### src/ebusPkg.sv
package ebusPkg;

  // bus geometry
  localparam int ebusDataWidth = 36;
  localparam int ebusSelWidth = 7;   // width of both cs and ds

  localparam int boardCount = 3;
  localparam int diagRegCount = 4;   // registers per diagnostic board
  localparam int diagRegIndexWidth = $clog2(diagRegCount);

  // controller select codes on cs
  localparam logic [ebusSelWidth-1:0] aprSelect = 7'o01;
  localparam logic [ebusSelWidth-1:0] cshSelect = 7'o02;
  localparam logic [ebusSelWidth-1:0] ctlSelect = 7'o03;

  // diagnostic function field sits in ds bits 6..4
  localparam int diagOpLsb = 4;
  localparam int diagOpWidth = 3;

  typedef enum logic [diagOpWidth-1:0] {
    diagRead  = 3'd1,
    diagWrite = 3'd2,
    diagClear = 3'd3
  } diagOp;

  // idle cycles in the wait phase before a read with no driver gives up
  localparam int diagTimeout = 16;
  localparam int diagCountWidth = $clog2(diagTimeout);

endpackage

### src/hostPkg.sv
package hostPkg;

  localparam int addrWidth = 8;
  localparam int axiDataWidth = 32;
  localparam int axiStrbWidth = axiDataWidth / 8;

  localparam logic [1:0] axiOkay = 2'b00;

  // register map
  localparam logic [addrWidth-1:0] regControl   = 8'h00;
  localparam logic [addrWidth-1:0] regSelect    = 8'h04;
  localparam logic [addrWidth-1:0] regWriteLow  = 8'h08;
  localparam logic [addrWidth-1:0] regWriteHigh = 8'h0C;
  localparam logic [addrWidth-1:0] regReadLow   = 8'h10;
  localparam logic [addrWidth-1:0] regReadHigh  = 8'h14;
  localparam logic [addrWidth-1:0] regStatus    = 8'h18;

  localparam int controlGo = 0;

  // regSelect fields
  localparam int selectCsLsb = 0;
  localparam int selectDsLsb = 8;

  localparam int statusBusy    = 0;
  localparam int statusDone    = 1;
  localparam int statusTimeout = 2;

  // diagnostic sequencer states
  typedef enum logic [1:0] {
    idleState,
    strobeState,
    waitState,
    doneState
  } seqState;

endpackage

### src/hostRegs.sv
`timescale 1ns/1ps

module hostRegs (
  input  logic anyEBUSdriving,
  input  logic reset,
  input  logic [hostPkg::addrWidth-1:0] awaddr,
  input  logic awvalid,
  output logic awready,
  input  logic [hostPkg::axiDataWidth-1:0] wdata,
  input  logic [hostPkg::axiStrbWidth-1:0] wstrb,
  input  logic wvalid,
  output logic wready,
  output logic [1:0] bresp,
  output logic bvalid,
  input  logic bready,
  input  logic [hostPkg::addrWidth-1:0] araddr,
  input  logic arvalid,
  output logic arready,
  output logic [hostPkg::axiDataWidth-1:0] rdata,
  output logic [1:0] rresp,
  output logic rvalid,
  input  logic rready,
  output logic start,
  output logic [ebusPkg::ebusSelWidth-1:0] csSel,
  output logic [ebusPkg::ebusSelWidth-1:0] dsSel,
  output logic [ebusPkg::ebusDataWidth-1:0] writeData,
  input  logic busy,
  input  logic done,
  input  logic timedOut,
  input  logic [ebusPkg::ebusDataWidth-1:0] readData
);

  localparam int highBits = ebusPkg::ebusDataWidth - hostPkg::axiDataWidth;

  logic writeAccept;
  logic readAccept;
  logic goWrite;
  logic [hostPkg::axiDataWidth-1:0] writeLow;
  logic [highBits-1:0] writeHigh;
  logic [ebusPkg::ebusDataWidth-1:0] resultData;
  logic doneFlag;
  logic timeoutFlag;
  logic [hostPkg::axiDataWidth-1:0] readMux;

  // byte lanes not enabled by wstrb keep their old value
  function automatic logic [hostPkg::axiDataWidth-1:0] mergeBytes(
    input logic [hostPkg::axiDataWidth-1:0] oldValue,
    input logic [hostPkg::axiDataWidth-1:0] newValue,
    input logic [hostPkg::axiStrbWidth-1:0] strb
  );
    logic [hostPkg::axiDataWidth-1:0] merged;
    merged = oldValue;
    for (int i = 0; i < hostPkg::axiStrbWidth; i++) begin
      if (strb[i]) merged[i*8 +: 8] = newValue[i*8 +: 8];
    end
    return merged;
  endfunction

  // address and data arrive together with only one write in flight
  assign writeAccept = awvalid && wvalid && !bvalid;
  assign awready = writeAccept;
  assign wready = writeAccept;
  assign bresp = hostPkg::axiOkay;

  assign arready = !rvalid;
  assign readAccept = arvalid && arready;
  assign rresp = hostPkg::axiOkay;

  assign goWrite = writeAccept && awaddr == hostPkg::regControl && wstrb[0] &&
                   wdata[hostPkg::controlGo] && !busy && !start;

  assign writeData = {writeHigh, writeLow};

  always_ff @(posedge anyEBUSdriving) begin
    if (reset) begin
      bvalid <= 1'b0;
    end else if (writeAccept) begin
      bvalid <= 1'b1;
    end else if (bready) begin
      bvalid <= 1'b0;
    end
  end

  always_ff @(posedge anyEBUSdriving) begin
    if (reset) begin
      csSel <= '0;
      dsSel <= '0;
      writeLow <= '0;
      writeHigh <= '0;
    end else if (writeAccept) begin
      case (awaddr)
        hostPkg::regSelect: begin
          if (wstrb[0]) csSel <= wdata[hostPkg::selectCsLsb +: ebusPkg::ebusSelWidth];
          if (wstrb[1]) dsSel <= wdata[hostPkg::selectDsLsb +: ebusPkg::ebusSelWidth];
        end
        hostPkg::regWriteLow: writeLow <= mergeBytes(writeLow, wdata, wstrb);
        hostPkg::regWriteHigh: if (wstrb[0]) writeHigh <= wdata[highBits-1:0];
        default: ;  // control is handled below and the rest are read only
      endcase
    end
  end

  always_ff @(posedge anyEBUSdriving) begin
    if (reset) begin
      start <= 1'b0;
      doneFlag <= 1'b0;
      timeoutFlag <= 1'b0;
      resultData <= '0;
    end else begin
      start <= goWrite;
      if (goWrite) begin
        doneFlag <= 1'b0;
        timeoutFlag <= 1'b0;
      end else if (done) begin
        doneFlag <= 1'b1;
        timeoutFlag <= timedOut;
        resultData <= readData;
      end
    end
  end

  always_comb begin
    readMux = '0;
    case (araddr)
      hostPkg::regSelect: begin
        readMux[hostPkg::selectCsLsb +: ebusPkg::ebusSelWidth] = csSel;
        readMux[hostPkg::selectDsLsb +: ebusPkg::ebusSelWidth] = dsSel;
      end
      hostPkg::regWriteLow: readMux = writeLow;
      hostPkg::regWriteHigh: readMux[highBits-1:0] = writeHigh;
      hostPkg::regReadLow: readMux = resultData[hostPkg::axiDataWidth-1:0];
      hostPkg::regReadHigh: readMux[highBits-1:0] = resultData[ebusPkg::ebusDataWidth-1 -: highBits];
      hostPkg::regStatus: begin
        readMux[hostPkg::statusBusy] = busy || start;  // covers the cycle before busy rises
        readMux[hostPkg::statusDone] = doneFlag;
        readMux[hostPkg::statusTimeout] = timeoutFlag;
      end
      default: readMux = '0;  // go bit and unmapped offsets read 0
    endcase
  end

  always_ff @(posedge anyEBUSdriving) begin
    if (reset) begin
      rvalid <= 1'b0;
    end else if (readAccept) begin
      rvalid <= 1'b1;
    end else if (rready) begin
      rvalid <= 1'b0;
    end
  end

  always_ff @(posedge anyEBUSdriving) begin
    if (readAccept) rdata <= readMux;
  end

endmodule

### src/diagSequencer.sv
`timescale 1ns/1ps

module diagSequencer (
  input  logic anyEBUSdriving,
  input  logic reset,
  input  logic start,
  input  logic [ebusPkg::ebusSelWidth-1:0] csSel,
  input  logic [ebusPkg::ebusSelWidth-1:0] dsSel,
  input  logic [ebusPkg::ebusDataWidth-1:0] writeData,
  output logic [ebusPkg::ebusSelWidth-1:0] cs,
  output logic [ebusPkg::ebusSelWidth-1:0] ds,
  output logic diagStrobe,
  output logic readPhase,
  output logic [ebusPkg::ebusDataWidth-1:0] dataOut,
  input  logic dataValid,
  input  logic [ebusPkg::ebusDataWidth-1:0] ebusData,
  output logic busy,
  output logic done,
  output logic timedOut,
  output logic [ebusPkg::ebusDataWidth-1:0] readData
);

  localparam logic [ebusPkg::diagCountWidth-1:0] lastWait =
    ebusPkg::diagCountWidth'(ebusPkg::diagTimeout - 1);

  hostPkg::seqState state;
  ebusPkg::diagOp op;
  logic [ebusPkg::diagCountWidth-1:0] waitCount;
  logic responded;
  logic expired;

  assign op = ebusPkg::diagOp'(ds[ebusPkg::diagOpLsb +: ebusPkg::diagOpWidth]);

  assign diagStrobe = state == hostPkg::strobeState;
  assign readPhase = state == hostPkg::waitState;
  assign busy = state != hostPkg::idleState;

  // a read finishes in the cycle the mux shows a driver, or on the last wait cycle
  assign responded = readPhase && dataValid;
  assign expired = readPhase && !dataValid && waitCount == lastWait;

  assign done = state == hostPkg::doneState || responded || expired;
  assign timedOut = expired;
  assign readData = responded ? ebusData : '0;

  always_ff @(posedge anyEBUSdriving) begin
    if (reset) begin
      state <= hostPkg::idleState;
      waitCount <= '0;
    end else begin
      case (state)
        hostPkg::idleState: if (start) state <= hostPkg::strobeState;
        hostPkg::strobeState: begin
          waitCount <= '0;
          state <= (op == ebusPkg::diagRead) ? hostPkg::waitState : hostPkg::doneState;
        end
        hostPkg::waitState: begin
          if (responded || expired) state <= hostPkg::idleState;
          else waitCount <= waitCount + 1'b1;
        end
        hostPkg::doneState: state <= hostPkg::idleState;
        default: state <= hostPkg::idleState;
      endcase
    end
  end

  // cs, ds and write data stay put until the next start
  always_ff @(posedge anyEBUSdriving) begin
    if (state == hostPkg::idleState && start) begin
      cs <= csSel;
      ds <= dsSel;
      dataOut <= writeData;
    end
  end

endmodule

### src/diagBoard.sv
`timescale 1ns/1ps

module diagBoard #(
  parameter logic [ebusPkg::ebusSelWidth-1:0] boardSelect = ebusPkg::aprSelect
) (
  input  logic anyEBUSdriving,
  input  logic reset,
  input  logic [ebusPkg::ebusSelWidth-1:0] cs,
  input  logic [ebusPkg::ebusSelWidth-1:0] ds,
  input  logic diagStrobe,
  input  logic readPhase,
  input  logic [ebusPkg::ebusDataWidth-1:0] dataOut,
  output logic driving,
  output logic [ebusPkg::ebusDataWidth-1:0] data
);

  logic [ebusPkg::ebusDataWidth-1:0] diagRegs [ebusPkg::diagRegCount];
  logic selected;
  ebusPkg::diagOp op;
  logic [ebusPkg::diagRegIndexWidth-1:0] regIndex;

  assign selected = cs == boardSelect;
  assign op = ebusPkg::diagOp'(ds[ebusPkg::diagOpLsb +: ebusPkg::diagOpWidth]);
  assign regIndex = ds[ebusPkg::diagRegIndexWidth-1:0];

  always_ff @(posedge anyEBUSdriving) begin
    if (reset) begin
      for (int i = 0; i < ebusPkg::diagRegCount; i++) begin
        diagRegs[i] <= '0;
      end
    end else if (diagStrobe && selected) begin
      if (op == ebusPkg::diagWrite) begin
        diagRegs[regIndex] <= dataOut;
      end else if (op == ebusPkg::diagClear) begin
        for (int i = 0; i < ebusPkg::diagRegCount; i++) begin
          diagRegs[i] <= '0;  // clear hits the whole board
        end
      end
    end
  end

  // drive the bus only while our select is up during the read phase
  assign driving = selected && readPhase && op == ebusPkg::diagRead;
  assign data = driving ? diagRegs[regIndex] : '0;

endmodule

### src/ebusMux.sv
`timescale 1ns/1ps

module ebusMux (
  input  logic anyEBUSdriving,
  input  logic reset,
  input  logic [ebusPkg::boardCount-1:0] boardDriving,
  input  logic [ebusPkg::boardCount-1:0][ebusPkg::ebusDataWidth-1:0] boardData,
  output logic [ebusPkg::ebusDataWidth-1:0] ebusData,
  output logic dataValid
);

  logic anyBoardDriving;
  logic [ebusPkg::ebusDataWidth-1:0] drivenData;

  assign anyBoardDriving = |boardDriving;

  // selects are unique so at most one flag is set, and an and-or picks it
  always_comb begin
    drivenData = '0;
    for (int i = 0; i < ebusPkg::boardCount; i++) begin
      drivenData = drivenData | (boardData[i] & {ebusPkg::ebusDataWidth{boardDriving[i]}});
    end
  end

  always_ff @(posedge anyEBUSdriving) begin
    if (reset) dataValid <= 1'b0;
    else dataValid <= anyBoardDriving;
  end

  always_ff @(posedge anyEBUSdriving) begin
    if (anyBoardDriving) ebusData <= drivenData;  // holds the last driven word otherwise
  end

endmodule

### src/ebusSubsystem.sv
`timescale 1ns/1ps

module ebusSubsystem (
  input  logic anyEBUSdriving,
  input  logic reset,
  input  logic [hostPkg::addrWidth-1:0] awaddr,
  input  logic awvalid,
  output logic awready,
  input  logic [hostPkg::axiDataWidth-1:0] wdata,
  input  logic [hostPkg::axiStrbWidth-1:0] wstrb,
  input  logic wvalid,
  output logic wready,
  output logic [1:0] bresp,
  output logic bvalid,
  input  logic bready,
  input  logic [hostPkg::addrWidth-1:0] araddr,
  input  logic arvalid,
  output logic arready,
  output logic [hostPkg::axiDataWidth-1:0] rdata,
  output logic [1:0] rresp,
  output logic rvalid,
  input  logic rready
);

  logic start;
  logic [ebusPkg::ebusSelWidth-1:0] csSel;
  logic [ebusPkg::ebusSelWidth-1:0] dsSel;
  logic [ebusPkg::ebusDataWidth-1:0] writeData;
  logic busy;
  logic done;
  logic timedOut;
  logic [ebusPkg::ebusDataWidth-1:0] readData;

  // EBUS lines
  logic [ebusPkg::ebusSelWidth-1:0] cs;
  logic [ebusPkg::ebusSelWidth-1:0] ds;
  logic diagStrobe;
  logic readPhase;
  logic [ebusPkg::ebusDataWidth-1:0] dataOut;
  logic dataValid;
  logic [ebusPkg::ebusDataWidth-1:0] ebusData;
  logic [ebusPkg::boardCount-1:0] boardDriving;
  logic [ebusPkg::boardCount-1:0][ebusPkg::ebusDataWidth-1:0] boardData;

  hostRegs hostRegs (
    .anyEBUSdriving(anyEBUSdriving), .reset(reset),
    .awaddr(awaddr), .awvalid(awvalid), .awready(awready),
    .wdata(wdata), .wstrb(wstrb), .wvalid(wvalid), .wready(wready),
    .bresp(bresp), .bvalid(bvalid), .bready(bready),
    .araddr(araddr), .arvalid(arvalid), .arready(arready),
    .rdata(rdata), .rresp(rresp), .rvalid(rvalid), .rready(rready),
    .start(start), .csSel(csSel), .dsSel(dsSel), .writeData(writeData),
    .busy(busy), .done(done), .timedOut(timedOut), .readData(readData)
  );

  diagSequencer diagSequencer (
    .anyEBUSdriving(anyEBUSdriving), .reset(reset), .start(start),
    .csSel(csSel), .dsSel(dsSel), .writeData(writeData),
    .cs(cs), .ds(ds), .diagStrobe(diagStrobe), .readPhase(readPhase),
    .dataOut(dataOut), .dataValid(dataValid), .ebusData(ebusData),
    .busy(busy), .done(done), .timedOut(timedOut), .readData(readData)
  );

  ebusMux ebusMux (
    .anyEBUSdriving(anyEBUSdriving), .reset(reset),
    .boardDriving(boardDriving), .boardData(boardData),
    .ebusData(ebusData), .dataValid(dataValid)
  );

  diagBoard #(.boardSelect(ebusPkg::aprSelect)) aprBoard (
    .anyEBUSdriving(anyEBUSdriving), .reset(reset), .cs(cs), .ds(ds),
    .diagStrobe(diagStrobe), .readPhase(readPhase), .dataOut(dataOut),
    .driving(boardDriving[0]), .data(boardData[0])
  );

  diagBoard #(.boardSelect(ebusPkg::cshSelect)) cshBoard (
    .anyEBUSdriving(anyEBUSdriving), .reset(reset), .cs(cs), .ds(ds),
    .diagStrobe(diagStrobe), .readPhase(readPhase), .dataOut(dataOut),
    .driving(boardDriving[1]), .data(boardData[1])
  );

  diagBoard #(.boardSelect(ebusPkg::ctlSelect)) ctlBoard (
    .anyEBUSdriving(anyEBUSdriving), .reset(reset), .cs(cs), .ds(ds),
    .diagStrobe(diagStrobe), .readPhase(readPhase), .dataOut(dataOut),
    .driving(boardDriving[2]), .data(boardData[2])
  );

endmodule

### config.mk
export PLATFORM = sky130hd
export DESIGN_NAME = ebusSubsystem
export DESIGN_NICKNAME = d
export VERILOG_FILES = /design/src/ebusPkg.sv /design/src/hostPkg.sv /design/src/hostRegs.sv /design/src/diagSequencer.sv /design/src/diagBoard.sv /design/src/ebusMux.sv /design/src/ebusSubsystem.sv
export SDC_FILE = /design/constraint.sdc
export NUM_CORES = 1
export LEC_CHECK = 0
export ABC_AREA = 1
export BUFFER_PORTS_ARGS = -buffer_cell sky130_fd_sc_hd__buf_2
export CAP_MARGIN = 20
export CORE_ASPECT_RATIO = 1.5
export CORE_UTILIZATION = 50
export CTS_CLUSTER_SIZE = 25
export DETAILED_ROUTE_END_ITERATION = 7
export PLACE_DENSITY = 0.66
export SYNTH_ARGS = -nofsm -noshare
export SYNTH_HDL_FRONTEND = slang
export SYNTH_HIERARCHICAL = 1
export SYNTH_SLANG_ARGS = --single-unit
### constraint.sdc
create_clock -name anyEBUSdriving -period 4.51 [get_ports anyEBUSdriving]
set_input_delay 0.451 -clock anyEBUSdriving [delete_from_list [all_inputs] [get_ports anyEBUSdriving]]
set_output_delay 0.451 -clock anyEBUSdriving [all_outputs]
set_load 0.05 [all_outputs]
==> flow_summary.ini <==
[pwr]
finalPower_mw = 12.2
p_int_mw = 9.72
share_comb_of_total_power_pct = 2.8
p_per_area_nw_per_um2 = 381
seqPwrFrac_pct = 54.2
clkPwrFrac_pct = 43.0
p_sw_share_pct = 20.5
ir_drop_mv = 0.493
p_sw_mw = 2.51
p_leak_nw = 12.5

[sta]
slew_headroom_pct = 31.4
final-hold-violation-count = 0
setup_tns_ps = 0
finalCritPeriodShare_pct = 69.1
drv_slew = 0
tightest_slew_ps = 1020
rsz0062_at_grt = false
skew_ps = 16.4
clock.fmax_mhz = 321
period_needed_ps = 3110
setup_slack_ps = 1400
setup_viol = 0
holdWs_ps = 71.5

[clock_network]
clkSinkCount = 646
cts_max_level = 2
clock-root-buffer = clkbuf_16
cts-buffers-inserted = 57
ctsHoldBuffers = 0
cts_tree = done
clk_path_buf_depth = 3
cts_resized = 0
clk_pin_slew_ps = 70
post_cts_buffers = 0
clkLatencyLatePin_ps = 600

[cells_and_area]
area_growth_pct = 9.79
final_cell_mix = nand2_1 (748), nor2_1 (555), edfxtp_1 (548), inv_1 (249), nand4_1 (111)
ff_latch_area_um2 = 18400
fill_cells = 5166
multi_input_area_um2 = 8850
drive_gt1_share_pct = 13.2
antenna_cells = 0
fin_area_um2 = 32100
layout.nets = 3049
layout_commonest_cell = nand2_1
fin_cells = 3806
final_util_pct = 55.5

[critical_path]
crit_type = reg2reg
r2r_setup_slack_ps = 1400
end_kind = register
r2r_start = diagSequencer/ds[0]$_DFFE_PP_
worstSetupStartpointType = register
crit_top_cell = buf_4
cp.arrival_ps = 3350
r2r_cells = 6
worstPathRequired_ps = 4740
r2r-end = aprBoard/diagRegs[1][31]$_SDFFCE_PN0P_
cpPeakStageDelay_ps = 770
cpMaxStageDelayCell = edfxtp_1
crit_chain = inv_1 > nor2_4 > buf_4 > nand4_4 > nand3_2 > buf_4
timing.critical_path.buf_inv = 3
path_max_fanout = 37
path_delay_family = buffers and inverters

[placement]
io_buffers = 95
place.gp.congestion = 0.913
placed_cell_area_um2 = 30000
dp.cells = 3697
pre_cts_ws_ps = 1150
place.detailed.hpwl_um = 49200

[die]
chipHeight_um = 298
start_util_pct = 50.5
die_x_um = 199
die-area_um2 = 59500
ios = 100
row_count = 108
fp.coreArea_um2 = 57800

[global_routing]
overflow = 0
grt_pass1_wl_um = 114000
antenna_found_initial = 0
grt_pass1_vias = 19970
grt_start_max_net_pins = 75
grt.total_usage_pct = 25.2

[detailed_routing]
ant_nets = 0
vias_per_cell = 5.41
first_pass_iters = 6
wire_per_inst_um = 19.5
drc = 0
routed_wirelength_um = 74300
drtIter0Drc = 1807
vias = 20572

[outcome]
outcome = finished, final reports clean

[hold_path]
whs_endpoint = hostRegs/writeLow[16]$_SDFFE_PP0P_
hold_depth = 3
hold_class = in2reg
hp-start = wdata[16]

[logic_synthesis]
netlist_instances = 2935
netlist_area_um2 = 29200
ys_warn_count = 6
postSynthAreaPerCell_um2 = 9.96

[run]
drv_cap = 0
-- state kept, by name (all words and copies together) (netlist names), 7 cells and up --
name,flops
aprBoard/diagRegs,144
cshBoard/diagRegs,144
ctlBoard/diagRegs,144
diagSequencer/cs,7
diagSequencer/dataOut,36
ebusMux/ebusData,36
hostRegs/csSel,7
hostRegs/dsSel,7
hostRegs/rdata,32
hostRegs/resultData,36
hostRegs/writeLow,32
-- worst max path at each step --
stage                                              startpoint                                endpoint  slack (ps)  cells past startpoint
final                           diagSequencer/ds[0]$_DFFE_PP_  aprBoard/diagRegs[1][31]$_SDFFCE_PN0P_        1400                      6
after global routing            diagSequencer/ds[0]$_DFFE_PP_  aprBoard/diagRegs[1][26]$_SDFFCE_PN0P_        1160                      6
after detailed placement                                reset  ctlBoard/diagRegs[2][21]$_SDFFCE_PN0P_        1150                      6
after floorplan           diagSequencer/state[0]$_SDFFE_PP0P_           diagSequencer/cs[0]$_DFFE_PP_        1480                      3
after global placement          diagSequencer/ds[0]$_DFFE_PP_  ctlBoard/diagRegs[1][21]$_SDFFCE_PN0P_        1180                      6
after CTS                       diagSequencer/ds[0]$_DFFE_PP_  ctlBoard/diagRegs[1][12]$_SDFFCE_PN0P_        1130                      6
-- power groups by stage --
stage | Combinational [mW] | Sequential [mW] | Clock [mW]
after floorplan | 0.157 | 6.81 | 0
after global placement | 0.328 | 6.76 | 0
after detailed placement | 0.335 | 6.77 | 0
after CTS | 0.336 | 6.63 | 5.34
after global routing | 0.364 | 6.64 | 5.54
final | 0.340 | 6.63 | 5.27
-- final cells by class --
cell class / instances / area share [%]
Timing Repair Buffer: 136 / 2.66
Inverter: 261 / 3.05
Sequential cell: 646 / 57.4
Multi-Input combinational cell: 1887 / 27.6
Clock buffer: 66 / 4.71
Tap cell: 770 / 3.00
Clock inverter: 40 / 1.61
-- worst reg2reg max path, cell delays in order, from the launching register on --
cell and delay (ps):
edfxtp_1 770, inv_1 170, nor2_4 110, buf_4 410
nand4_4 590, nand3_2 210, buf_4 470
-- per-layer routing --
metal / track usage, % / wire length, µm
met5: 0 / 0
met4: 7.67 / 2030
met3: 2.46 / 5220
met2: 42.8 / 37000
met1: 34.0 / 30000
Note: power is estimated with default switching activity, not from simulation.
